`src/logic/mipsPkg.sv`:
```
package mipsPkg;

  typedef logic [31:0] wordT;     // data or instruction word
  typedef logic [4:0]  regAddrT;  // register number
  typedef logic [31:0] addrT;     // byte address, pc side

  localparam regAddrT zeroReg = 5'd0;  // hardwired zero
  localparam int dmemWords = 64;       // data memory depth in words

  // primary opcodes, instr[31:26]
  localparam logic [5:0] opRtype = 6'h00;
  localparam logic [5:0] opLw    = 6'h23;
  localparam logic [5:0] opSw    = 6'h2b;
  localparam logic [5:0] opBeq   = 6'h04;
  localparam logic [5:0] opAddiu = 6'h09;

  // r-type funct, instr[5:0]
  localparam logic [5:0] fnAddu = 6'h21;
  localparam logic [5:0] fnSubu = 6'h23;
  localparam logic [5:0] fnAnd  = 6'h24;
  localparam logic [5:0] fnOr   = 6'h25;
  localparam logic [5:0] fnSlt  = 6'h2a;

  typedef enum logic [2:0] {ADD, SUB, AND, OR, SLT} aluOpT;  // ADD is zero so a bubble adds
  typedef enum logic [1:0] {fwdNone, fwdWb, fwdMem} fwdSelT; // operand source in execute

  typedef struct packed {
    logic  regWrite;  // result goes to the register file
    logic  memToReg;  // result comes from data memory
    logic  memWrite;
    logic  aluSrc;    // operand b is the immediate
    logic  regDst;    // destination is rd, else rt
    logic  branch;
    aluOpT aluOp;
  } ctrlT;

  typedef struct packed {
    ctrlT    ctrl;
    regAddrT rs;
    regAddrT rt;
    regAddrT rd;
    wordT    srcA;  // register values as read in decode
    wordT    srcB;
    wordT    imm;   // sign extended
  } deStageT;

  typedef struct packed {
    ctrlT    ctrl;
    regAddrT rs;
    regAddrT writeReg;   // rt for a store, which is also the store source
    wordT    aluOut;     // result or memory address
    wordT    writeData;  // store data
  } emStageT;

  typedef struct packed {
    logic    regWrite;
    logic    memToReg;
    regAddrT writeReg;
    wordT    aluOut;
    wordT    readData;
  } mwStageT;

endpackage

```
`src/logic/executeStage.sv`:
```
`timescale 1ns/1ps

module executeStage (
  input  mipsPkg::deStageT  de,
  input  mipsPkg::wordT     aluOutM,
  input  mipsPkg::wordT     resultW,
  input  mipsPkg::fwdSelT   forwardAE,
  input  mipsPkg::fwdSelT   forwardBE,
  output mipsPkg::emStageT  em,
  output mipsPkg::regAddrT  writeRegE
);

  mipsPkg::wordT srcA;
  mipsPkg::wordT srcBReg;  // rt value after forwarding, also the store data
  mipsPkg::wordT srcB;
  mipsPkg::wordT aluOut;

  // same mux for both operands
  function automatic mipsPkg::wordT pickSrc(input mipsPkg::fwdSelT sel,
                                            input mipsPkg::wordT regVal,
                                            input mipsPkg::wordT memVal,
                                            input mipsPkg::wordT wbVal);
    case (sel)
      mipsPkg::fwdMem: return memVal;
      mipsPkg::fwdWb:  return wbVal;
      default:         return regVal;
    endcase
  endfunction

  assign srcA    = pickSrc(forwardAE, de.srcA, aluOutM, resultW);
  assign srcBReg = pickSrc(forwardBE, de.srcB, aluOutM, resultW);
  assign srcB    = de.ctrl.aluSrc ? de.imm : srcBReg;  // immediate for addiu, lw, sw

  always_comb begin
    case (de.ctrl.aluOp)
      mipsPkg::ADD: aluOut = srcA + srcB;
      mipsPkg::SUB: aluOut = srcA - srcB;
      mipsPkg::AND: aluOut = srcA & srcB;
      mipsPkg::OR:  aluOut = srcA | srcB;
      mipsPkg::SLT: aluOut = {31'b0, $signed(srcA) < $signed(srcB)};  // signed compare
      default:      aluOut = '0;
    endcase
  end

  assign writeRegE = de.ctrl.regDst ? de.rd : de.rt;  // r-type uses rd

  always_comb begin
    em.ctrl      = de.ctrl;
    em.rs        = de.rs;
    em.writeReg  = writeRegE;
    em.aluOut    = aluOut;
    em.writeData = srcBReg;
  end

endmodule

```
`config.mk`:
```
export PLATFORM = sky130hd
export DESIGN_NAME = executeStage
export DESIGN_NICKNAME = d
export VERILOG_FILES = /design/src/logic/mipsPkg.sv /design/src/logic/executeStage.sv
export SDC_FILE = /design/constraint.sdc
export NUM_CORES = 1
export LEC_CHECK = 0
export ABC_AREA = 1
export BUFFER_PORTS_ARGS = -buffer_cell sky130_fd_sc_hd__buf_2
export CAP_MARGIN = 40
export CORE_ASPECT_RATIO = 0.6
export CORE_MARGIN = 2
export CORE_UTILIZATION = 40
export DETAILED_ROUTE_END_ITERATION = 8
export PLACE_DENSITY_LB_ADDON = 0.15
export SYNTH_ARGS = -nofsm -noshare
export SYNTH_HDL_FRONTEND = slang
export SYNTH_SLANG_ARGS = --single-unit
```
`constraint.sdc`:
```
create_clock -name vclk -period 9.8
set_input_delay 0.98 -clock vclk [all_inputs]
set_output_delay 0.98 -clock vclk [all_outputs]
set_load 0.05 [all_outputs]
```
==> run_results.csv <==
group,metric,value,unit
status,status,"finished, final reports clean",
detailed_routing,finalWirelength,37.0,mm
die,dieArea,0.0204,mm²
die,die_h,111,µm
setup_path,critPathLaunchType,"primary input",
die,rows,39,
detailed_routing,ant_nets,0,
global_route,grt_max_degree,39,
finish,n_clock_buffer,0,
die,die_x,183,µm
setup_path,end_kind,"output pin",
placed_design,port_buffers,258,
global_route,grt_pass1_vias,9456,
synth,synth_cell_type_count,41,
synth,yosysSeqAreaShare,0,%
detailed_routing,dr.pass1.iters,6,
pwr,switchingPower,0.000805,W
timing,tightest_slew,0.915,ns
finish,mostFrequentLayoutCells,"359 x nand2_1, 270 x inv_1, 263 x buf_2, 128 x o21ai_0, 126 x nand3_1",
finish,layout_commonest_cell,"nand2_1",
finish,fillers,2176,
detailed_routing,drtIter0Drc,1263,
cts,postCtsSetupRepairBufs,0,
pwr,leakage,5.38,nW
pwr,clkPwrFrac,0,%
detailed_routing,vias,10585,
pwr,p_comb_share,100.0,%
pwr,vdd_drop_max,0.0585,mV
cts,cts_hold_buf,0,
detailed_routing,vias_per_cell,5.59,
min_path,min_path_type,"primary input to output pin",
global_route,grt.overflow.total,0,
global_route,grt_pass1_wl,54.6,mm
global_route,grt_usage,34.6,%
timing,post-route-period-util,62.7,%
pwr,pwr-share-seq,0,%
setup_path,cp.required,8.82,ns
finish,seq_area,0,µm²
finish,final_util,48.1,%
setup_path,path_max_fanout,32,
setup_path,critPathKind,"primary input to output pin",
run,cap_violations,0,
die,start_util,40.7,%
cts,ctsResizeCount,0,
global_route,antenna_found_initial,5,
timing,hold_viol,0,
synth,netlist_instances,1447,
synth,synth_fp_nets,1747,
min_path,hold_depth,0,
setup_path,cp.arrival,5.17,ns
synth,ys.warnings.count,0,
timing,relSlewSlack,38.4,%
placed_design,place_congestion,1.00,
timing,fmax,163,MHz
detailed_routing,avgRoutedWirePerCell,19.5,µm
finish,drive_gt1_share,19.5,%
synth,syn_avg_cell_area,5.32,µm²
finish,nets,1946,
placed_design,place_hpwl,31.8,mm
finish,area_delta_synth_final,18.2,%
pwr,power.density,122,mW/mm²
timing,grt_setup_unrepaired,"no",
timing,fin_crit,6.15,ns
detailed_routing,drc,0,
die,core,0.0189,mm²
synth,syn_area,0.00770,mm²
finish,seq_cells,0,
timing,fin_tns_setup,0,ns
timing,finalSetupViolCount,0,
pwr,p_int,0.000304,W
pwr,switching_share,72.6,%
die,io_pins,276,
timing,finalMaxSlewViolations,0,
Yosys cell counts:
master       n  area, µm²
nand3_1    126        631
buf_6        1       11.3
mux2_2       5       56.3
inv_2        5       18.8
a22o_1       1       8.76
nor3_1      10       50.1
a21oi_2      7       61.3
a221oi_1     1       8.76
buf_1        1       3.75
o21ai_1      7       35.0
and2_1       1       6.26
a21oi_1     81        405
o21bai_1    11       82.6
nand2_2     14       87.6
o2111ai_1   10       87.6
o221ai_1     1       8.76
nor3_2       2       20.0
buf_2       16       80.1
a21boi_0    10       75.1
buf_4       22        165
nand2_1    359       1350
o211ai_1     1       7.51
nand3b_1     1       7.51
nor2_2       3       18.8
fa_1         2       40.0
or2_2        1       6.26
and2_2       1       7.51
nand3_2      2       20.0
clkbuf_2     1       5.00
o21ai_0    128        641
nor2_1     122        458
clkbuf_1    38        143
inv_1      270       1010
nor4_1       1       6.26
o21a_1       1       7.51
nand4_1      9       56.3
ha_1       110       1380
a31oi_1      2       12.5
a21boi_1     2       15.0
a221o_1     60        601
o21ai_2      1       8.76
power by group through the flow:
| stage | registers, W | clock network (W) | logic (W) |
|---|---|---|---|
| finish | 0 | 0.0000000000547 | 0.00111 |
| detailed placement | 0 | 0 | 0.00107 |
| global route | 0 | 0.0000000000547 | 0.00120 |
| floorplan | 0 | 0 | 0.000765 |
| global placement | 0 | 0 | 0.00106 |
| CTS | 0 | 0 | 0.00107 |
final cells by class:
| cell class | count | area (µm²) | area share [%] |
|---|---|---|---|
| Multi-Input combinational cell | 1093 | 6280 | 69.0 |
| Timing Repair Buffer | 276 | 1470 | 16.2 |
| Inverter | 275 | 1030 | 11.3 |
| Antenna cell | 4 | 10.0 | 0.110 |
| Tap cell | 246 | 308 | 3.38 |
critical path: stages:
cell and delay, ns:
buf_2 0.09, inv_1 0.04, ha_1 0.26, buf_4 0.33, inv_1 0.34, buf_8 0.25
o21ai_0 0.73, inv_1 0.20, ha_1 0.44, nand2_1 0.15, inv_1 0.05, a21oi_1 0.13
nand2_1 0.14, nand2_1 0.09, nand3_1 0.15, a21boi_0 0.19, o21ai_0 0.12, nand3_1 0.16
buf_2 0.29
worst paths after layout:
path                      from     end  slack [ns]
hold / removal         de[118]  em[81]        1.96
setup / recovery  forwardAE[0]  em[47]        3.65
layer usage:
metal  global-route usage (%)  wire, µm  up-vias  share of wire [%]
met5                        0        11        -              0.030
met1                     53.5     17400     4801                 47
met4                     3.95       428        2                1.2
li1                         -         -     5089                  -
met2                     46.1     13700      657                 37
met3                     12.1      5440       36                 15
logic make-up after synthesis:
family | count (synthesis) | share of synthesized area [%]
mux | 5 | 0.731
fa+ha+maj | 112 | 18.4
buf+inv | 354 | 18.7
simple gates | 652 | 35.4
compound gates | 324 | 26.8
per-stage QoR:
step	hold WS (ns)	power [W]	setup WS [ns]	instances	area, µm²
final	1.96	0.00111	3.65	1894	9100
after global placement	1.96	0.00106	3.44	1880	8970
after CTS	1.96	0.00107	3.75	1885	9070
after detailed placement	1.96	0.00107	3.75	1885	9070
after global routing	1.96	0.00120	3.46	1894	9100
after floorplan	2.13	0.000765	4.13	1447	7700
Power figures use the tool's default switching activity.
