`config.mk`:
```
export PLATFORM = sky130hd
export DESIGN_NAME = memoryStage
export DESIGN_NICKNAME = d
export VERILOG_FILES = /design/src/logic/mipsPkg.sv /design/src/logic/memoryStage.sv
export SDC_FILE = /design/constraint.sdc
export NUM_CORES = 2
export LEC_CHECK = 0
export CORE_UTILIZATION = 58
export CTS_CLUSTER_DIAMETER = 120
export DETAILED_ROUTE_END_ITERATION = 8
export DONT_BUFFER_PORTS = 1
export GPL_TIMING_DRIVEN = 1
export PLACE_DENSITY = 0.77
export SYNTH_ARGS = -nofsm -noshare
export SYNTH_HDL_FRONTEND = slang
export SYNTH_SLANG_ARGS = --single-unit
```
`constraint.sdc`:
```
create_clock -name clk -period 2.7 [get_ports clk]
set_input_delay 0.54 -clock clk [delete_from_list [all_inputs] [get_ports clk]]
set_output_delay 0.54 -clock clk [all_outputs]
set_load 0.005 [all_outputs]
```
`src/logic/mipsPkg.sv`:
```
package mipsPkg;

  typedef logic [31:0] wordT;     // data or instruction word
  typedef logic [4:0]  regAddrT;  // register number
  typedef logic [31:0] addrT;     // byte address, pc side

  localparam regAddrT zeroReg = 5'd0;  // hardwired zero
  localparam int dmemWords = 64;       // data memory depth in words

  // primary opcodes, instr[31:26]
  localparam logic [5:0] opRtype = 6'h00;
  localparam logic [5:0] opLw    = 6'h23;
  localparam logic [5:0] opSw    = 6'h2b;
  localparam logic [5:0] opBeq   = 6'h04;
  localparam logic [5:0] opAddiu = 6'h09;

  // r-type funct, instr[5:0]
  localparam logic [5:0] fnAddu = 6'h21;
  localparam logic [5:0] fnSubu = 6'h23;
  localparam logic [5:0] fnAnd  = 6'h24;
  localparam logic [5:0] fnOr   = 6'h25;
  localparam logic [5:0] fnSlt  = 6'h2a;

  typedef enum logic [2:0] {ADD, SUB, AND, OR, SLT} aluOpT;  // ADD is zero so a bubble adds
  typedef enum logic [1:0] {fwdNone, fwdWb, fwdMem} fwdSelT; // operand source in execute

  typedef struct packed {
    logic  regWrite;  // result goes to the register file
    logic  memToReg;  // result comes from data memory
    logic  memWrite;
    logic  aluSrc;    // operand b is the immediate
    logic  regDst;    // destination is rd, else rt
    logic  branch;
    aluOpT aluOp;
  } ctrlT;

  typedef struct packed {
    ctrlT    ctrl;
    regAddrT rs;
    regAddrT rt;
    regAddrT rd;
    wordT    srcA;  // register values as read in decode
    wordT    srcB;
    wordT    imm;   // sign extended
  } deStageT;

  typedef struct packed {
    ctrlT    ctrl;
    regAddrT rs;
    regAddrT writeReg;   // rt for a store, which is also the store source
    wordT    aluOut;     // result or memory address
    wordT    writeData;  // store data
  } emStageT;

  typedef struct packed {
    logic    regWrite;
    logic    memToReg;
    regAddrT writeReg;
    wordT    aluOut;
    wordT    readData;
  } mwStageT;

endpackage

```
`src/logic/memoryStage.sv`:
```
`timescale 1ns/1ps

module memoryStage (
  input  logic              clk,
  input  logic              arstN,
  input  mipsPkg::emStageT  em,
  input  mipsPkg::wordT     resultW,
  input  logic              forwardMM,
  output mipsPkg::mwStageT  mw
);

  mipsPkg::wordT dmem [mipsPkg::dmemWords];
  logic [$clog2(mipsPkg::dmemWords)-1:0] wordIdx;
  mipsPkg::wordT storeData;

  assign wordIdx   = em.aluOut[$clog2(mipsPkg::dmemWords)+1:2];  // byte address to word
  assign storeData = forwardMM ? resultW : em.writeData;        // load result still in wb

  always_ff @(posedge clk or negedge arstN) begin
    if (!arstN) begin
      for (int i = 0; i < mipsPkg::dmemWords; i++) begin
        dmem[i] <= '0;
      end
    end else if (em.ctrl.memWrite) begin
      dmem[wordIdx] <= storeData;
    end
  end

  always_comb begin
    mw.regWrite = em.ctrl.regWrite;
    mw.memToReg = em.ctrl.memToReg;
    mw.writeReg = em.writeReg;
    mw.aluOut   = em.aluOut;
    mw.readData = dmem[wordIdx];  // asynchronous read
  end

endmodule

```
==> key figures <==
Critical path
  – FF-to-FF setup slack: between 1.5 and 2 ns
  – Delay-heaviest family, CP: buffers and inverters
  – CP peak stage delay: 0.42 ns
  – Worst-case reg-to-reg path depth: 3
  – Worst R2R Start: dmem[619]
  – Most frequent CP cell: buf_4
  – Required @ worst endpoint: 2.16 ns
  – R2R Path End: dmem[619]
  – CP Launch Type: primary input
  – Worst Path Arrival: 3.09 ns
  – Setup CP Type: in2out
  – Critical Path Sink Type: output port
  – Crit Path Max Fanout: 319
  – Crit-path cells: and2_1 -> buf_6 -> buf_4 -> a22oi_1 -> nor2_1 -> a221oi_1 -> buf_4 -> o22ai_2 -> nand4b_1 -> buf_4
  – WP buf/inv: 4
  – Max stage delay cell, worst path: and2_1

Timing
  – Slew @ Worst Pin: 1.456 ns
  – Highest clock rate: 275.6 MHz
  – Setup TNS Final: -25.88 ns
  – Slew Limit Fails: 0
  – Worst setup margin: -0.9279 ns
  – Post-Route Skew: 0 ns
  – Fin crit share: 134.4%
  – Final setup fails: 32
  – Slew HR: 2.942%
  – Fin. Hold Viols: 415
  – Period minus WS final: 3.628 ns
  – RSZ-0062 raised after global routing: yes
  – Smallest hold slack: -0.6140 ns

Floorplan
  – Core ar.: 0.1505 mm2
  – Initial Util: 58.72%
  – Die H: 392.3 um
  – Die area: 0.1539 mm2
  – Top Ports: 189
  – Cell row count: 142
  – Die Wd: 392.3 um

Placement
  – Port bufs: 0
  – Gpl congestion: 0.9592
  – Worst slack, placed: -2.037 ns
  – Dpl hpwl: 192300 um
  – Inst Count DP: 10800

Power and ir drop
  – Sw Ratio: 27.54%
  – Comb power frac: 14.0%
  – Max IR drop VDD: 0.6851 mV
  – Leakage Power: 46.05 nW
  – Sequential share of power: 49.0%
  – Cell Pwr Density: 749.0 mW/mm2
  – Total Power: 0.07826 W
  – Cell-internal power: 0.05671 W
  – Switching Power: 0.02155 W
  – Clock power frac: between 30 and 40%

GRT
  – GRT Total Usage: ~43%
  – First-pass GRT wire length: 481800 um
  – Total global routing overflow: 0
  – Largest net degree at the start of global routing: between 300 and 400
  – Vias in the first global route: 75460
  – Initial antenna violation count: 13

Drt
  – Initial detailed-routing violation count: 10570
  – Post-Route WL: 331200 um
  – Routed vias: 77910
  – Vias/cell: 6.933
  – Antenna violation net count after detailed routing: 0
  – First-pass iteration count of the detailed router: 9
  – DRC errors left: 0
  – Drt wl/cell: 29.48 um

Clock tree
  – Root Driver: clkbuf_16
  – # clock sinks: between 2000 and 2500
  – Number of buffers created by CTS: 201
  – Clock Path Buffers: 3
  – CTS H-Tree Depth: 4
  – Clk_lat worst skew: 0.89 ns
  – CTS tree: built
  – Reg clk slew, reported paths: 0.06 ns

Logic synthesis
  – Yosys top cell area share: 58.00%
  – Ys Warns: 0
  – Syn Std Cell Area: 0.08837 mm2
  – Asr flop ratio synth: between 90% and 100%
  – EDFF count, synth: 0
  – Seq/Total Area, Yosys: between 50 and 60%
  – Top cells by area, synth: dfrtp_1 58%, o21ai_0 8.7%, nand2_1 6.3%, a21oi_1 4.4%, nor2_1 3.5%
  – Yosys top cell by area: dfrtp_1
  – Synth Instances: 9105
  – Top_reg_cell synth: dfrtp_1
  – Yosys reg bits: 2048
  – Count of cell types in the netlist: 60
  – Mapped Avg Cell Area: 9.705 um2
  – Syn_nets: a little over 9000

Cells and area
  – Fin cells: 11240
  – Layout cell share with drive strength beyond 1: 16.50%
  – Area delta synth->final: 18.25%
  – Largest registers: dmem x2048
  – Nets: roughly 9000
  – Max reg flops: around 2000
  – Largest Register: dmem

Flow run
  – Max cap viols: 0

Worst hold path
  – Hold crit path type: in2async

Run status
  – Failing checks: negative hold slack, negative setup slack
  – Status: finished with violations
[synth_stat cells (14+ instances only)]
| library cell | count |
|---|---|
| nor3_1 | 37 |
| nor2_2 | 17 |
| buf_2 | 235 |
| a21oi_1 | 782 |
| buf_1 | 66 |
| buf_4 | 55 |
| a221oi_1 | 332 |
| mux2i_1 | 167 |
| nand2_1 | 1482 |
| o21ai_0 | 1531 |
| mux4_2 | 62 |
| clkbuf_1 | 603 |
| a22o_1 | 33 |
| o22ai_1 | 153 |
| nor2_1 | 825 |
| a22oi_1 | 336 |
| o221ai_1 | 26 |
| nand4_1 | 15 |
| nand3_1 | 31 |
| mux2_2 | 46 |
| dfrtp_1 | 2048 |
| a221o_1 | 19 |
| nor2b_1 | 19 |
| o211ai_1 | 14 |
[cells in the final DEF, fill, tap and decap left out, drive strengths merged, types with 14 or more instances in the layout]
cell type / netlist / final
nor2: 847 / 847
bufinv: 0 / 14
clkinv: 0 / 39
clkbuf: 603 / 309
a221oi: 332 / 332
o221ai: 26 / 26
mux2: 46 / 46
nand3: 31 / 31
o21ai: 1532 / 1532
a221o: 19 / 19
a22o: 33 / 33
buf: 359 / 693
dfrtp: 2048 / 2048
o22ai: 153 / 153
mux2i: 167 / 167
mux4: 62 / 62
a21oi: 782 / 782
a22oi: 336 / 336
nand4: 15 / 15
nor2b: 19 / 19
nand2: 1483 / 1483
o211ai: 14 / 14
nor3: 37 / 37
[power groups by stage]
stage / Combinational, W / Clock (W) / Sequential [W]
2_1_floorplan: 0.00671 / 0 / 0.0379
3_3_place_gp: 0.00944 / 0 / 0.0382
3_5_place_dp: 0.00993 / 0 / 0.0386
4_1_cts: 0.0103 / 0.0289 / 0.0381
5_1_grt: 0.0120 / 0.0302 / 0.0389
6_report: 0.0109 / 0.0290 / 0.0383
[worst max path at each step]
stage / from / end / slack (ns) / cells past startpoint
global placement: arstN / dmem[570] / -1.96 / 4
global route: dmem[335] / mw[15] / -0.90 / 6
finish: em[36] / mw[26] / -0.93 / 10
detailed placement: arstN / dmem[570] / -2.04 / 4
CTS: dmem[335] / mw[15] / -0.86 / 6
floorplan: em[36] / mw[12] / -0.002 / 8
[through the flow]
step,hold slack [ns],util [%],area [um2]
2_1_floorplan,0.2444,-,88500
5_1_grt,-0.6349,69.42,104500
3_5_place_dp,0.2622,63.03,94850
3_3_place_gp,0.2617,63.03,94850
4_1_cts,-0.6399,68.31,102800
6_report,-0.6140,69.44,104500
[kinds of logic (layout without fill, tap and decap cells)]
| kind of cell | Yosys count | count (layout) | synth area share (%) |
|---|---|---|---|
| buf+inv | 966 | 1072 | 4.695 |
| simple gates | 2507 | 2508 | 11.21 |
| flops | 2048 | 2048 | 58.00 |
| mux | 275 | 275 | 4.058 |
| other cells | 0 | 9 | 0 |
| compound gates | 3309 | 3309 | 22.04 |
[worst reg2reg max path: cells and delay by family (launching register included)]
| kind | cells | cell delay [ns] |
|---|---|---|
| buf+inv | 1 | 0.14 |
| compound gates | 1 | 0.05 |
| simple gates | 1 | 0.13 |
| flops | 1 | 0.40 |
[cell type report]
class	count	area (um2)
inverter	4	22.52
clock inverter	61	807.0
antenna	9	22.52
sequential	2048	51250
clock buffer	298	5986
tap	2016	2522
fill	10350	46000
timing repair buffer	709	8461
multi-input combinational	6092	35420
[routing by layer]
layer	GRT usage (%)	part of all wire, %	vias up	routed length, um
li1	-	-	32080	-
met1	53.96	34	38000	111500
met3	16.18	16	1715	53840
met2	59.99	41	6100	136100
met4	30.15	8.9	16	29600
met5	0.1914	0.056	-	186
[timing repair]
action,in CTS,in global routing
setup endpoints to repair,616,556
cloned,6,13
endpoints found under the hold margin,415,415
pin swaps,92,84
resized for setup,171,241
setup buffers,22,38
(Power assumes the default switching activity.)
