`src/logic/mipsPkg.sv`:
```
package mipsPkg;

  typedef logic [31:0] wordT;     // data or instruction word
  typedef logic [4:0]  regAddrT;  // register number
  typedef logic [31:0] addrT;     // byte address, pc side

  localparam regAddrT zeroReg = 5'd0;  // hardwired zero
  localparam int dmemWords = 64;       // data memory depth in words

  // primary opcodes, instr[31:26]
  localparam logic [5:0] opRtype = 6'h00;
  localparam logic [5:0] opLw    = 6'h23;
  localparam logic [5:0] opSw    = 6'h2b;
  localparam logic [5:0] opBeq   = 6'h04;
  localparam logic [5:0] opAddiu = 6'h09;

  // r-type funct, instr[5:0]
  localparam logic [5:0] fnAddu = 6'h21;
  localparam logic [5:0] fnSubu = 6'h23;
  localparam logic [5:0] fnAnd  = 6'h24;
  localparam logic [5:0] fnOr   = 6'h25;
  localparam logic [5:0] fnSlt  = 6'h2a;

  typedef enum logic [2:0] {ADD, SUB, AND, OR, SLT} aluOpT;  // ADD is zero so a bubble adds
  typedef enum logic [1:0] {fwdNone, fwdWb, fwdMem} fwdSelT; // operand source in execute

  typedef struct packed {
    logic  regWrite;  // result goes to the register file
    logic  memToReg;  // result comes from data memory
    logic  memWrite;
    logic  aluSrc;    // operand b is the immediate
    logic  regDst;    // destination is rd, else rt
    logic  branch;
    aluOpT aluOp;
  } ctrlT;

  typedef struct packed {
    ctrlT    ctrl;
    regAddrT rs;
    regAddrT rt;
    regAddrT rd;
    wordT    srcA;  // register values as read in decode
    wordT    srcB;
    wordT    imm;   // sign extended
  } deStageT;

  typedef struct packed {
    ctrlT    ctrl;
    regAddrT rs;
    regAddrT writeReg;   // rt for a store, which is also the store source
    wordT    aluOut;     // result or memory address
    wordT    writeData;  // store data
  } emStageT;

  typedef struct packed {
    logic    regWrite;
    logic    memToReg;
    regAddrT writeReg;
    wordT    aluOut;
    wordT    readData;
  } mwStageT;

endpackage

```
`src/logic/regFile.sv`:
```
`timescale 1ns/1ps

module regFile (
  input  logic             clk,
  input  logic             arstN,
  input  mipsPkg::regAddrT ra1,
  input  mipsPkg::regAddrT ra2,
  output mipsPkg::wordT    rd1,
  output mipsPkg::wordT    rd2,
  input  logic             we,
  input  mipsPkg::regAddrT wa,
  input  mipsPkg::wordT    wd
);

  mipsPkg::wordT regs [32];

  // write in the first half, decode reads in the second half of the same cycle
  always_ff @(negedge clk or negedge arstN) begin
    if (!arstN) begin
      for (int i = 0; i < 32; i++) begin
        regs[i] <= '0;
      end
    end else if (we && (wa != mipsPkg::zeroReg)) begin
      regs[wa] <= wd;
    end
  end

  assign rd1 = (ra1 == mipsPkg::zeroReg) ? '0 : regs[ra1];  // $0 reads zero
  assign rd2 = (ra2 == mipsPkg::zeroReg) ? '0 : regs[ra2];

endmodule

```
`config.mk`:
```
export PLATFORM = sky130hd
export DESIGN_NAME = regFile
export DESIGN_NICKNAME = d
export VERILOG_FILES = /design/src/logic/mipsPkg.sv /design/src/logic/regFile.sv
export SDC_FILE = /design/constraint.sdc
export NUM_CORES = 2
export LEC_CHECK = 0
export BUFFER_PORTS_ARGS = -buffer_cell sky130_fd_sc_hd__buf_4
export CAP_MARGIN = 25
export CORE_MARGIN = 5
export CORE_UTILIZATION = 35
export DETAILED_ROUTE_END_ITERATION = 8
export GPL_ROUTABILITY_DRIVEN = 0
export HOLD_SLACK_MARGIN = 0.03
export PLACE_DENSITY = 0.54
export SYNTH_ARGS = -nofsm -noshare
export SYNTH_HDL_FRONTEND = slang
export SYNTH_SLANG_ARGS = --single-unit
```
`constraint.sdc`:
```
create_clock -name clk -period 3.1 [get_ports clk]
set_input_delay 0.62 -clock clk [delete_from_list [all_inputs] [get_ports clk]]
set_output_delay 0.62 -clock clk [all_outputs]
set_load 0.005 [all_outputs]
```
==> reports/results.txt <==
After filler insertion, the fill cell instance count of the layout stands at 13500. The number of buffers inserted by port buffering works out to 113. The launching element of the worst setup path was regs[300]. The mean cell area of the mapped netlist is 15.0 um^2, and the portion of total power attributed to the clock network is 34.3%.

The signed area change from the synthesized netlist to the final layout was 32.1%; the total power consumption of the routed design was 43.0 mW. After clock tree synthesis, the flow added hold-fix buffers numbering 0. The deepest clock path buffer count is 3.

The worst setup path is captured at a primary output. Wires add up to 210 mm. On the final layout, the worst hold slack is 0.343 ns. The run gives 38800 as the number of global-route vias before repair.

The run gives 42.0% as the part of the total power dissipated in sequential elements. Yosys printed 0 warnings. Transition time of the tightest slew-check pin: 0.557 ns. After the last flow step, the layout net total stands at 4168. The required time of the critical path was 2.48 ns; the overall routing resource usage was 24.5%. The setup check on the worst reg-to-reg path leaves a slack of 2.15 ns. For this design, the sink count on the clock tree is 1024. The overflow left after global routing was 0; the synthesized netlist cell count was 3621.

For the smallest setup slack after layout, the log shows -1.60 ns. The number of remaining DRC errors came out at 0. The number of rows created at floorplan came out at 144. The die is 404 um wide. Summed over all nets, the switching power comes to 11.9 mW. In the final layout, the registers with the most flip-flops are regs x1024. The first global-routing pass estimated 291 mm of wire. Setup repair after global routing could not meet its margin everywhere.

The portion of total power attributed to combinational logic is 23.8%. The run gives 35.3% as the effective utilization at floorplan. The fraction of power spent switching nets is 27.6%. The synthesized netlist contains 35 unique library cells.

The core region is 0.154 mm^2. The multi-input combinational cells in the finished layout cover a total of 0.0299 mm^2. Measured against its own limit, the worst slew margin works out to 62.9%. The worst hold path belongs to the class flop to flop. The clock arrives with 0 ns of skew. The number of hold violations in the final report was 0. The number of vias per cell after detailed routing is 5.99, and the number of top-level design ports is 114. TritonCTS built the clock tree. For this run, the leading register cell type out of synthesis is sky130_fd_sc_hd__dfrtn_1. After detailed routing, the average wire length per cell comes to 33.5 um. The count of cells in the finished layout, fillers not included, comes to 6264. The register with the most flip-flops in the layout has 1024 of them. The run finished, with violations left.

The logs give 0 for the number of antenna-violating nets in the routed design and 47.1% for the sequential element share of the synthesized area. The vertical extent of the die was 404 um. Total number of vias: 37500. The worst-case IR drop observed on VDD is 0.000490 V.

The post-route netlist has 66.5% of its cells at a drive strength greater than 1. The synthesized design contains 0 enable-type register cells. For this design the static power due to leakage is 31.1 nW.

The first detailed-routing pass ran for 6 iterations. Clock latency on the worst-skew pair, taken at its later pin, is 0.68 ns. In the final timing run, aggregate negative setup slack is -98.78 ns.

The synthesized area was 0.0544 mm^2. Of all flip-flops after synthesis, the portion carrying an async set or reset was 100%. The worst setup slack before clock tree synthesis came out at -1.29 ns.

The final reports fail on negative setup slack. The internal power of the cells totals 31.1 mW. The tools report the number of max-cap violations as 0. The worst setup path is launched from a flop.

More flip-flops sit in one register than any other, and that register is regs. The worst setup path is of the flop to primary output kind. Counting every net in the synthesized netlist gives 3671.

The detailed placement HPWL was 134 mm; the pin count of the biggest net entering global routing was 92. Largest fanout on the critical path: 2. CTS placed an instance of sky130_fd_sc_hd__clkbuf_16 at the clock tree root. The number of synthesized register bits was 1024; the power density relative to cell area was 599 mW/mm^2. After detailed placement, the design holds a cell count of 5998. The die covers 0.163 mm^2.

Setup violations remaining at the end of the flow were counted as 348. The worst hold path begins at regs[997]. Clock-pin slew was measured on the worst setup and hold paths at 0.05 ns. For the number of antenna violations at the first check in global routing, the log shows 3.

The tools report the total count of max-transition violations in the final report as 0. The launch point of the worst reg-to-reg path is regs[768]. For this block, the initial DRC count from the detailed router was 3266. The TritonCTS buffer count was 115. Across the whole layout, storage elements account for 0.0256 mm^2. The H-tree was split into 3 levels. The data arrival time of the critical path is 4.08 ns.
placed cells by master (no fill, tap or decap), types with 8 or more instances in the layout:
master                      count
sky130_fd_sc_hd__buf_12       194
sky130_fd_sc_hd__o21ai_2       67
sky130_fd_sc_hd__clkbuf_1      19
sky130_fd_sc_hd__clkbuf_8      28
sky130_fd_sc_hd__o21ai_1       26
sky130_fd_sc_hd__nor2_4        14
sky130_fd_sc_hd__a221oi_1      18
sky130_fd_sc_hd__a221oi_2      28
sky130_fd_sc_hd__bufinv_16     14
sky130_fd_sc_hd__a311oi_2      41
sky130_fd_sc_hd__o2111ai_1     14
sky130_fd_sc_hd__nand2_1       37
sky130_fd_sc_hd__buf_8         13
sky130_fd_sc_hd__o21ai_4       14
sky130_fd_sc_hd__clkinv_2      23
sky130_fd_sc_hd__a311oi_4      17
sky130_fd_sc_hd__mux2_4       293
sky130_fd_sc_hd__buf_6         63
sky130_fd_sc_hd__buf_4        498
sky130_fd_sc_hd__nor2b_1       55
sky130_fd_sc_hd__dfrtn_1     1024
sky130_fd_sc_hd__mux4_2       448
sky130_fd_sc_hd__mux2_2       754
sky130_fd_sc_hd__mux2i_1      127
sky130_fd_sc_hd__a22oi_2       13
sky130_fd_sc_hd__a22oi_1       51
sky130_fd_sc_hd__a211oi_4       8
sky130_fd_sc_hd__buf_16        25
sky130_fd_sc_hd__nor2b_4       13
sky130_fd_sc_hd__clkbuf_16    135
sky130_fd_sc_hd__a211oi_1      11
sky130_fd_sc_hd__mux2_1         9
sky130_fd_sc_hd__a211oi_2      45
cells in the mapped netlist (5+ instances only):
cell | n | area share [%]
sky130_fd_sc_hd__mux2i_1 | 128 | 2.4
sky130_fd_sc_hd__nor2_1 | 19 | 0.13
sky130_fd_sc_hd__mux2_2 | 1046 | 22
sky130_fd_sc_hd__o21ai_0 | 101 | 0.93
sky130_fd_sc_hd__mux4_2 | 448 | 19
sky130_fd_sc_hd__buf_2 | 170 | 1.6
sky130_fd_sc_hd__nand2b_1 | 5 | 0.058
sky130_fd_sc_hd__o2111ai_1 | 18 | 0.29
sky130_fd_sc_hd__a22oi_1 | 64 | 0.88
sky130_fd_sc_hd__a221oi_1 | 46 | 0.74
sky130_fd_sc_hd__clkbuf_1 | 223 | 1.5
sky130_fd_sc_hd__buf_4 | 34 | 0.47
sky130_fd_sc_hd__nand2_1 | 49 | 0.34
sky130_fd_sc_hd__o21ai_1 | 9 | 0.083
sky130_fd_sc_hd__a211oi_1 | 64 | 0.88
sky130_fd_sc_hd__dfrtn_1 | 1024 | 47
sky130_fd_sc_hd__mux2_1 | 10 | 0.21
sky130_fd_sc_hd__nor2b_1 | 71 | 0.82
sky130_fd_sc_hd__a311oi_1 | 64 | 1.0
layer usage:
metal  up-vias  share of wire (%)  track usage, %
met2      1382                 46            38.7
li1      15100                  -               -
met5         -              0.012               0
met4         4                4.1            7.78
met3       335                6.5            3.77
met1     20700                 43            35.0
worst paths after layout:
kind                             end  cells past startpoint
setup / recovery             rd1[12]                      7
hold / removal             regs[997]                      0
hold reg to reg            regs[997]                      0
max in group asynchronous  regs[971]                      3
min in group asynchronous  regs[830]                      2
setup reg to reg           regs[768]                      2
worst max-delay path: stages, from the launching register on:
cell and delay [ns]:
sky130_fd_sc_hd__dfrtn_1 0.41, sky130_fd_sc_hd__buf_4 0.11, sky130_fd_sc_hd__mux2i_1 0.06, sky130_fd_sc_hd__a221oi_1 0.29
sky130_fd_sc_hd__o21ai_1 0.16, sky130_fd_sc_hd__a311oi_2 0.50, sky130_fd_sc_hd__buf_4 0.22, sky130_fd_sc_hd__buf_6 0.10
final cells by class:
class / count / share of cell area [%]
multi-input cells: 2163 / 41.6
flip-flops and latches: 1024 / 35.7
repair buffers: 812 / 13.5
clock buffers: 163 / 4.68
well taps: 2044 / 3.56
clock inverters: 52 / 0.963
inverters: 2 / 0.0174
diodes: 4 / 0.0139
kinds of logic after synthesis:
logic type | after synthesis | share of synthesized area, %
flops | 1024 | 47.1
simple gates | 165 | 1.61
buf+inv | 434 | 3.63
compound gates | 366 | 4.84
mux | 1632 | 42.8
timing repair:
item | 4_1_cts | 5_1_grt
gates cloned | 19 | 20
pin swaps | 120 | 85
gates resized for setup | 501 | 321
buffers inserted | 30 | 25
setup endpoints to repair | 674 | 806
power groups by stage:
stage                     registers, mW  logic (mW)  clock network (mW)
after floorplan                    17.5        5.92                   0
after global placement             18.0        8.86                   0
after detailed placement           18.1        9.00                   0
after CTS                          17.9        9.69                15.0
after global routing               18.3        10.8                15.5
final                              18.1        10.2                14.8
through the flow:
stage	util [%]	cell area, um^2
3_3_place_gp	41.1	63400
6_report	46.6	71800
5_1_grt	46.6	71800
4_1_cts	45.3	69900
3_5_place_dp	41.1	63400
2_1_floorplan	-	54600
(Power assumes the default switching activity.)
