`src/logic/mipsPkg.sv`:
```
package mipsPkg;

  typedef logic [31:0] wordT;     // data or instruction word
  typedef logic [4:0]  regAddrT;  // register number
  typedef logic [31:0] addrT;     // byte address, pc side

  localparam regAddrT zeroReg = 5'd0;  // hardwired zero
  localparam int dmemWords = 64;       // data memory depth in words

  // primary opcodes, instr[31:26]
  localparam logic [5:0] opRtype = 6'h00;
  localparam logic [5:0] opLw    = 6'h23;
  localparam logic [5:0] opSw    = 6'h2b;
  localparam logic [5:0] opBeq   = 6'h04;
  localparam logic [5:0] opAddiu = 6'h09;

  // r-type funct, instr[5:0]
  localparam logic [5:0] fnAddu = 6'h21;
  localparam logic [5:0] fnSubu = 6'h23;
  localparam logic [5:0] fnAnd  = 6'h24;
  localparam logic [5:0] fnOr   = 6'h25;
  localparam logic [5:0] fnSlt  = 6'h2a;

  typedef enum logic [2:0] {ADD, SUB, AND, OR, SLT} aluOpT;  // ADD is zero so a bubble adds
  typedef enum logic [1:0] {fwdNone, fwdWb, fwdMem} fwdSelT; // operand source in execute

  typedef struct packed {
    logic  regWrite;  // result goes to the register file
    logic  memToReg;  // result comes from data memory
    logic  memWrite;
    logic  aluSrc;    // operand b is the immediate
    logic  regDst;    // destination is rd, else rt
    logic  branch;
    aluOpT aluOp;
  } ctrlT;

  typedef struct packed {
    ctrlT    ctrl;
    regAddrT rs;
    regAddrT rt;
    regAddrT rd;
    wordT    srcA;  // register values as read in decode
    wordT    srcB;
    wordT    imm;   // sign extended
  } deStageT;

  typedef struct packed {
    ctrlT    ctrl;
    regAddrT rs;
    regAddrT writeReg;   // rt for a store, which is also the store source
    wordT    aluOut;     // result or memory address
    wordT    writeData;  // store data
  } emStageT;

  typedef struct packed {
    logic    regWrite;
    logic    memToReg;
    regAddrT writeReg;
    wordT    aluOut;
    wordT    readData;
  } mwStageT;

endpackage

```
`src/logic/decodeStage.sv`:
```
`timescale 1ns/1ps

module decodeStage (
  input  mipsPkg::wordT    instr,
  input  mipsPkg::addrT    pcPlus4,
  input  mipsPkg::wordT    rd1,
  input  mipsPkg::wordT    rd2,
  input  mipsPkg::wordT    aluOutM,
  input  logic             forwardAD,
  input  logic             forwardBD,
  output mipsPkg::ctrlT    ctrl,
  output mipsPkg::regAddrT rs,
  output mipsPkg::regAddrT rt,
  output mipsPkg::regAddrT rd,
  output mipsPkg::wordT    srcA,
  output mipsPkg::wordT    srcB,
  output mipsPkg::wordT    imm,
  output logic             pcSrc,
  output mipsPkg::addrT    pcBranch
);

  // instruction fields
  assign rs  = instr[25:21];
  assign rt  = instr[20:16];
  assign rd  = instr[15:11];
  assign imm = {{16{instr[15]}}, instr[15:0]};

  always_comb begin
    ctrl = '0;  // unknown encodings and the all-zero nop do nothing
    case (instr[31:26])
      mipsPkg::opRtype: begin
        ctrl.regWrite = 1'b1;
        ctrl.regDst   = 1'b1;
        case (instr[5:0])
          mipsPkg::fnAddu: ctrl.aluOp = mipsPkg::ADD;
          mipsPkg::fnSubu: ctrl.aluOp = mipsPkg::SUB;
          mipsPkg::fnAnd:  ctrl.aluOp = mipsPkg::AND;
          mipsPkg::fnOr:   ctrl.aluOp = mipsPkg::OR;
          mipsPkg::fnSlt:  ctrl.aluOp = mipsPkg::SLT;
          default:         ctrl       = '0;  // sll $0 etc, treated as nop
        endcase
      end
      mipsPkg::opLw: begin
        ctrl.regWrite = 1'b1;
        ctrl.memToReg = 1'b1;
        ctrl.aluSrc   = 1'b1;  // base + offset
      end
      mipsPkg::opSw: begin
        ctrl.memWrite = 1'b1;
        ctrl.aluSrc   = 1'b1;
      end
      mipsPkg::opBeq: begin
        ctrl.branch = 1'b1;
        ctrl.aluOp  = mipsPkg::SUB;  // alu result unused, compare happens here
      end
      mipsPkg::opAddiu: begin
        ctrl.regWrite = 1'b1;
        ctrl.aluSrc   = 1'b1;
      end
      default: ctrl = '0;
    endcase
  end

  // memory-stage result may be newer than the register file
  assign srcA = forwardAD ? aluOutM : rd1;
  assign srcB = forwardBD ? aluOutM : rd2;

  assign pcSrc    = ctrl.branch && (srcA == srcB);  // taken beq
  assign pcBranch = pcPlus4 + {imm[29:0], 2'b00};   // word offset to bytes

endmodule

```
`config.mk`:
```
export PLATFORM = sky130hd
export DESIGN_NAME = decodeStage
export DESIGN_NICKNAME = d
export VERILOG_FILES = /design/src/logic/mipsPkg.sv /design/src/logic/decodeStage.sv
export SDC_FILE = /design/constraint.sdc
export NUM_CORES = 1
export LEC_CHECK = 0
export BUFFER_PORTS_ARGS = -buffer_cell sky130_fd_sc_hd__buf_2
export CORE_AREA = 2 2 123 125
export DETAILED_ROUTE_END_ITERATION = 10
export DIE_AREA = 0 0 125 127
export PLACE_DENSITY = 0.69
export RECOVER_POWER = 100
export SETUP_SLACK_MARGIN = 0.05
export SYNTH_ARGS = -nofsm -noshare
export SYNTH_HDL_FRONTEND = slang
export SYNTH_SLANG_ARGS = --single-unit
```
`constraint.sdc`:
```
create_clock -name vclk -period 4.3
set_clock_uncertainty 0.2 [all_clocks]
set_input_delay 0 -clock vclk [all_inputs]
set_output_delay 0 -clock vclk [all_outputs]
set_load 0.05 [all_outputs]
```
==> metrics.log, run 1 <==
[metrics] category of the worst setup path capture point: output port
[metrics] total number of sequential cells: 0
[metrics] post-detailed-route count of antenna-violating nets: 0
[metrics] Final setup viols: 0
[metrics] number of warning messages in the yosys log: 0
[metrics] synthesized area per cell: 7.29 um^2
[metrics] leakage power summed over all cells: 2.42 nW
[metrics] placement-stage worst setup slack: 1.32 ns
[metrics] antenna violations before repair: 1
[metrics] most common cell type on the critical path: sky130_fd_sc_hd__clkbuf_1
[metrics] final count of hold timing violations: 0
[metrics] fill cell instance count of the final layout: 1625
[metrics] total power per unit cell area: 223 nW/um^2
[metrics] slew of the pin with the lowest slew margin: 1.52 ns
[metrics] violations in the final reports: capacitance limit, slew limit
[metrics] chip height: 127 um
[metrics] largest stage delay on the critical path: 1.08 ns
[metrics] IO Count: 315
[metrics] via density per instance: 5.09
[metrics] distinct cell type count of the synthesized netlist: 69
[metrics] Worst Setup Slack, final: 0.764 ns
[metrics] post-cts sizing count: 0
[metrics] combinational family with the most area after synthesis: compound AO/OA/AOI/OAI gates
[metrics] Post-Synthesis Cell Area: 3990 um^2
[metrics] total nets after synthesis: 740
[metrics] portion of the post-synthesis area used by sequential elements: 0%
[metrics] setup repair after global routing missed its margin: false
[metrics] Crit path required time: 4.10 ns
[metrics] maxcap violations: 1
[metrics] CP Launch Type: primary input
[metrics] area occupied by multi-input gates: 3350 um^2
[metrics] Initial DRT Pass Iterations: 5
[metrics] met2 track utilization from global routing: 33.5%
[metrics] global-route wire length before repair: 24800 um
[metrics] Min-Delay Path Class: in -> out
[metrics] starting density of the core: 27.7%
[metrics] Routed Wire Length: 16200 um
[metrics] total gr overflow: 0
[metrics] Layout clock buffers: 0
[metrics] status: complete, but fails checks
[metrics] Iteration-0 DRC Markers: 283
[metrics] Gate Count Post-Synth: 548
[metrics] maximum vdd drop: 0.217 mV
[metrics] final period utilization: 82.2%
[metrics] DR vias: 4895
[metrics] number of global-route vias before repair: 4530
[metrics] routing usage on met3: 1.76%
[metrics] number of buffer cells added on primary ports: 291
[metrics] cell at the slowest stage of the critical path: sky130_fd_sc_hd__clkbuf_1
[metrics] die footprint: 15900 um^2
[metrics] Hold Path Cell Cnt: 2
[metrics] highest achievable clock rate: 0.283 GHz
[metrics] busiest metal layer after global routing: met2
[metrics] Post-DP HPWL: 13900 um
[metrics] cell breakdown of the critical path: clkbuf_1 -> buf_4 -> mux2_2 -> xor2_1 -> a2111o_1 -> nor4_1 -> clkbuf_1
[metrics] layout-stage area growth over the synthesis result: 29.3%
[metrics] number of core rows: 44
[metrics] highest net fanout along the worst path: 30
[metrics] multiplexer share of the synthesized area: 16.7%
[metrics] remaining routing DRC violations: 0
[metrics] Slew headroom: -1.65%
[metrics] total number of nets in the final design: 971
[metrics] Global Route Usage Sum: 18.9%
[metrics] Core Area: 14400 um^2
[metrics] global routing usage on met1: 24.7%
[metrics] floorplan die width: 125 um
[metrics] type of the setup path with the least slack: in -> out
[metrics] final sum of negative setup slack: 0 ns
[metrics] global placement routability congestion: 0.912
[metrics] share of post-route cells with drive strength above 1: 28.6%
[metrics] arithmetic-cell share of the synthesized area counting full adders, half adders and majority gates: 9.59%
[metrics] pin count of the biggest net entering global routing: 52
[metrics] final slew viol count: 31
[metrics] Post CTS Setup Buffer Count: 0
[metrics] average routed wire per standard cell: 16.8 um
[metrics] FF+latch area: 0 um^2
[metrics] area fraction in and, or, nand and nor cells after synthesis: 16.1%
[metrics] Tmin final: 3.54 ns
[metrics] Synth Area in XOR/XNOR: 15.4%
[metrics] crit path DAT: 3.34 ns
[metrics] Synth Area in Compound Gates: 26.3%
[critical path, delay by kind of cell]
kind | cells | cell delay, ns
buf+inv | 3 | 2.02
compound gates | 1 | 0.41
mux | 1 | 0.40
simple gates | 1 | 0.31
xor+xnor | 1 | 0.18
[cells in the mapped netlist (3+ instances only)]
master,count,share of area (%)
sky130_fd_sc_hd__buf_4,50,9.4
sky130_fd_sc_hd__mux2_2,46,13
sky130_fd_sc_hd__a21oi_1,40,5.0
sky130_fd_sc_hd__inv_1,35,3.3
sky130_fd_sc_hd__xnor2_1,35,7.7
sky130_fd_sc_hd__xor2_1,35,7.7
sky130_fd_sc_hd__nand2_1,31,2.9
sky130_fd_sc_hd__ha_1,29,9.1
sky130_fd_sc_hd__a21o_1,23,4.3
sky130_fd_sc_hd__nor2_1,19,1.8
sky130_fd_sc_hd__o21ai_0,15,1.9
sky130_fd_sc_hd__clkbuf_1,14,1.3
sky130_fd_sc_hd__o21ai_1,12,1.5
sky130_fd_sc_hd__nor3_1,9,1.1
sky130_fd_sc_hd__nand2b_1,8,1.3
sky130_fd_sc_hd__nand3_1,8,1.0
sky130_fd_sc_hd__o21a_1,8,1.5
sky130_fd_sc_hd__buf_2,7,0.88
sky130_fd_sc_hd__nand4_1,7,1.1
sky130_fd_sc_hd__o22ai_1,7,1.1
sky130_fd_sc_hd__a221oi_1,6,1.3
sky130_fd_sc_hd__mux2i_1,6,1.5
sky130_fd_sc_hd__nor4_1,6,0.94
sky130_fd_sc_hd__a31oi_1,5,0.78
sky130_fd_sc_hd__and3_1,5,0.78
sky130_fd_sc_hd__nor2b_1,5,0.78
sky130_fd_sc_hd__mux2_1,4,1.1
sky130_fd_sc_hd__nor3b_1,4,0.75
sky130_fd_sc_hd__a211oi_1,3,0.56
sky130_fd_sc_hd__inv_2,3,0.28
sky130_fd_sc_hd__mux2_4,3,1.1
sky130_fd_sc_hd__nand3b_1,3,0.56
sky130_fd_sc_hd__nand4b_1,3,0.66
sky130_fd_sc_hd__o31ai_1,3,0.56
sky130_fd_sc_hd__or3_1,3,0.47
[layout by cell type, fill, tap and decap left out, types with 9 or more instances in the layout]
| cell | netlist | routed |
|---|---|---|
| sky130_fd_sc_hd__buf_2 | 7 | 176 |
| sky130_fd_sc_hd__clkbuf_1 | 14 | 115 |
| sky130_fd_sc_hd__a21oi_1 | 40 | 40 |
| sky130_fd_sc_hd__inv_1 | 35 | 35 |
| sky130_fd_sc_hd__xnor2_1 | 35 | 35 |
| sky130_fd_sc_hd__xor2_1 | 35 | 35 |
| sky130_fd_sc_hd__mux2_2 | 46 | 35 |
| sky130_fd_sc_hd__nand2_1 | 31 | 31 |
| sky130_fd_sc_hd__ha_1 | 29 | 29 |
| sky130_fd_sc_hd__a21o_1 | 23 | 23 |
| sky130_fd_sc_hd__nor2_1 | 19 | 19 |
| sky130_fd_sc_hd__mux2_1 | 4 | 16 |
| sky130_fd_sc_hd__o21ai_0 | 15 | 15 |
| sky130_fd_sc_hd__o21ai_1 | 12 | 12 |
| sky130_fd_sc_hd__dlygate4sd3_1 | 0 | 12 |
| sky130_fd_sc_hd__nor3_1 | 9 | 9 |
[power by group]
part / total (W) / internal [W] / switching, W
Clock: 0.0000000000311 / 0.0000000000311 / 0
Sequential: 0 / 0 / 0
Combinational: 0.00115 / 0.000312 / 0.000840
[cells by family after synthesis]
group / count (synthesis)
fa+ha+maj: 30
simple gates: 120
mux: 59
compound gates: 156
xor+xnor: 70
buf+inv: 113
[routing by layer]
metal	vias up	wire length, um	part of all wire, %
met4	0	492	3.0
li1	2416	-	-
met3	22	1140	7.1
met2	234	7840	48
met1	2223	6720	42
met5	-	0	0
[path summary, 6_finish.rpt]
kind                       from     end  slack, ns
worst max-delay path  forwardAD   pcSrc       0.76
worst min-delay path   instr[9]  imm[9]       0.19
[repair_timing]
| action | CTS | global route |
|---|---|---|
| hold endpoints to repair | 12 | 0 |
| setup endpoints to repair | 0 | 0 |
| hold buffers | 12 | 0 |
[final cells by class]
class | count | share of cell area, %
multi-input combinational | 435 | 64.8
timing repair buffer | 304 | 27.9
tap | 184 | 4.46
inverter | 38 | 2.76
antenna | 1 | 0.0485
[through the flow]
stage	util [%]	std cells	area [um^2]	total power [W]	hold WS (ns)
after floorplan	-	548	3990	0.000894	-0.0329
after global placement	36.0	949	5190	0.00114	-0.200
after detailed placement	36.0	949	5190	0.00115	-0.200
after CTS	36.8	961	5320	0.00118	0.110
after global routing	35.8	962	5160	0.00122	0.198
final	35.8	962	5160	0.00115	0.193
Note: power is estimated with default switching activity, not from simulation.
==> run 2, diff against run 1 <==
==> constraint.sdc (replaced) <==
create_clock -name vclk -period 3.6
set_clock_uncertainty 0.2 [all_clocks]
set_input_delay 0 -clock vclk [all_inputs]
set_output_delay 0 -clock vclk [all_outputs]
set_load 0.05 [all_outputs]
==> metrics.log, run 2 (synthesis results as in run 1) <==
[metrics] status: complete, no violations
[metrics] Iteration-0 DRC Markers: 251 (-11%)
[metrics] average routed wire per standard cell: 16.9 um (+0.16%)
[metrics] category of the worst setup path capture point: output port
[metrics] Global Route Usage Sum: 18.5% (-0.36 points)
[metrics] Initial DRT Pass Iterations: 5 (unchanged)
[metrics] DR WL met2: 8040 um (+2.6%)
[metrics] Sequential Power Share: 0% (unchanged)
[metrics] cell breakdown of the critical path: buf_2 -> ha_1 -> inv_1 -> fa_1 -> nor2b_1 -> o2111ai_1 -> a21oi_1 -> or3_1 -> o22ai_1 -> o21ai_1 -> xnor2_1 -> clkbuf_1
[metrics] pin count of the biggest net entering global routing: 37 (-29%)
[metrics] IO Count: 315 (unchanged)
[metrics] maxcap violations: 0 (-1)
[metrics] highest net fanout along the worst path: 8 (-73%)
[metrics] final count of hold timing violations: 0 (unchanged)
[metrics] design internal power: 0.000370 W (+19%)
[metrics] floorplan die width: 125 um (unchanged)
[metrics] chip height: 127 um (unchanged)
[metrics] fill cell instance count of the final layout: 1609 (-0.98%)
[metrics] highest achievable clock rate: 0.324 GHz
[metrics] Critical path destination: pcBranch[20]
[metrics] Crit path buffers/inverters: 3 (unchanged)
[metrics] Min-Delay Path Class: in -> out
[metrics] Post CTS Setup Buffer Count: 0 (unchanged)
[metrics] Core Area: 14400 um^2 (unchanged)
[metrics] most frequent cells in the layout: sky130_fd_sc_hd__buf_2 (168), sky130_fd_sc_hd__clkbuf_1 (124), sky130_fd_sc_hd__a21oi_1 (40)
[metrics] Stages on worst setup path: 12 (+5)
[metrics] crit path DAT: 2.88 ns (-0.46 ns)
[metrics] post-detailed-route count of antenna-violating nets: 0 (unchanged)
[metrics] setup repair after global routing missed its margin: false
[metrics] Post-DP HPWL: 14000 um (+0.75%)
[metrics] Layout clock buffers: 0 (unchanged)
[metrics] share of post-route cells with drive strength above 1: 27.6% (-0.94 points)
[metrics] placement-stage worst setup slack: 0.760 ns (-0.560 ns)
[metrics] post-cts sizing count: 0 (unchanged)
[metrics] leakage power summed over all cells: 2.40 nW (-0.62%)
[metrics] Crit path required time: 3.40 ns (-0.70 ns)
[metrics] Slew headroom: 18.1% (+20 points)
[metrics] global placement routability congestion: 0.908 (-0.43%)
[metrics] uppermost layer routed: met5
[metrics] cell at the slowest stage of the critical path: sky130_fd_sc_hd__o22ai_1
[metrics] Net Switching: 0.00100 W (+19%)
[metrics] largest stage delay on the critical path: 0.59 ns (-0.49 ns)
[metrics] most common cell after layout, fill and taps aside: sky130_fd_sc_hd__buf_2
[metrics] Tmin final: 3.08 ns
[metrics] total number of sequential cells: 0 (unchanged)
[metrics] total gr overflow: 0 (unchanged)
[metrics] family with the most delay on the worst path: compound AO/OA/AOI/OAI gates
[metrics] total power per unit cell area: 266 nW/um^2 (+19%)
[metrics] layout-stage area growth over the synthesis result: 29.2% (about the same)
[metrics] clock network fraction of design power: 0% (unchanged)
[metrics] total number of nets in the final design: 972 (+0.10%)
[metrics] final period utilization: 85.7%
[metrics] final sum of negative setup slack: 0 ns (unchanged)
[metrics] fraction of power spent switching nets: 73.0% (+0.094 points)
[metrics] via density per instance: 5.12 (+0.53%)
[metrics] antenna violations before repair: 1 (unchanged)
[metrics] Worst Setup Slack, final: 0.516 ns (-0.248 ns)
[metrics] FF+latch area: 0 um^2 (unchanged)
[metrics] slew of the pin with the lowest slew margin: 1.23 ns (-0.297 ns)
[metrics] die footprint: 15900 um^2 (unchanged)
[metrics] CP Launch Type: primary input
[metrics] Power, Total: 0.00137 W (+19%)
[metrics] global-route wire length before repair: 24200 um (-2.2%)
[metrics] worst setup path startpoint: instr[0]
[metrics] detailed-routed wire length on met3: 1090 um (-4.6%)
[metrics] final slew viol count: 0 (-100%)
[metrics] Routed Wire Length: 16200 um (+0.16%)
[metrics] share of total power in combinational logic: 100.0% (about the same)
[metrics] starting density of the core: 27.7% (unchanged)
[metrics] remaining routing DRC violations: 0 (unchanged)
[metrics] number of global-route vias before repair: 4547 (+0.38%)
[metrics] routed metal-1 wire length: 6730 um (+0.15%)
[metrics] Final setup viols: 0 (unchanged)
[metrics] type of the setup path with the least slack: in -> out
[metrics] number of buffer cells added on primary ports: 291 (unchanged)
[metrics] maximum vdd drop: 0.238 mV (+9.5%)
[metrics] antenna cell count: 0 (-1)
[metrics] number of core rows: 44 (unchanged)
[metrics] DR vias: 4921 (+0.53%)
run 2: cell count changes in the layout (fill, tap and decap cells not counted):
cell                       delta
sky130_fd_sc_hd__clkbuf_1     +9
sky130_fd_sc_hd__buf_2        -8
sky130_fd_sc_hd__diode_2      -1
sky130_fd_sc_hd__mux2_1       -1
sky130_fd_sc_hd__mux2_4       +1
run 2: layer usage:
metal	global-route usage [%]	vias up
li1	-	2427
met1	22.8	2249
met2	34.7	222
met3	2.72	21
met4	3.07	2
met5	0	-
run 2: what timing repair did:
action / CTS / global route
setup endpoints to repair: 0 / 0
hold endpoints to repair: 12 / 0
hold buffers: 12 / 0
run 2: cell type report:
type	count	area (um^2)	share of cell area [%]
multi-input combinational	435	3350	65.0
timing repair buffer	305	1430	27.8
inverter	38	143	2.76
tap	184	230	4.46
run 2: power by group through the flow:
stage | clock (W) | sequential [W] | combinational, W
global route | 0 | 0 | 0.00146
finish | 0 | 0 | 0.00137
floorplan | 0 | 0 | 0.00107
detailed placement | 0 | 0 | 0.00137
global placement | 0 | 0 | 0.00137
CTS | 0 | 0 | 0.00141
run 2: how the worst min path moves through the flow:
stage | end | from | depth (start not counted)
2_1_floorplan | imm[0] | instr[0] | 1
3_3_place_gp | pcBranch[0] | pcPlus4[0] | 0
3_5_place_dp | pcBranch[0] | pcPlus4[0] | 0
4_1_cts | imm[9] | instr[9] | 2
5_1_grt | imm[10] | instr[10] | 2
6_report | imm[9] | instr[9] | 2
run 2: stage by stage:
| step | instances | instance area, um^2 | util [%] | hold slack, ns |
|---|---|---|---|---|
| 2_1_floorplan | 548 | 3990 | - | -0.0329 |
| 4_1_cts | 962 | 5320 | 36.9 | 0.108 |
| 3_3_place_gp | 950 | 5200 | 36.1 | -0.200 |
| 5_1_grt | 962 | 5160 | 35.8 | 0.205 |
| 6_report | 962 | 5160 | 35.8 | 0.192 |
| 3_5_place_dp | 950 | 5200 | 36.1 | -0.200 |
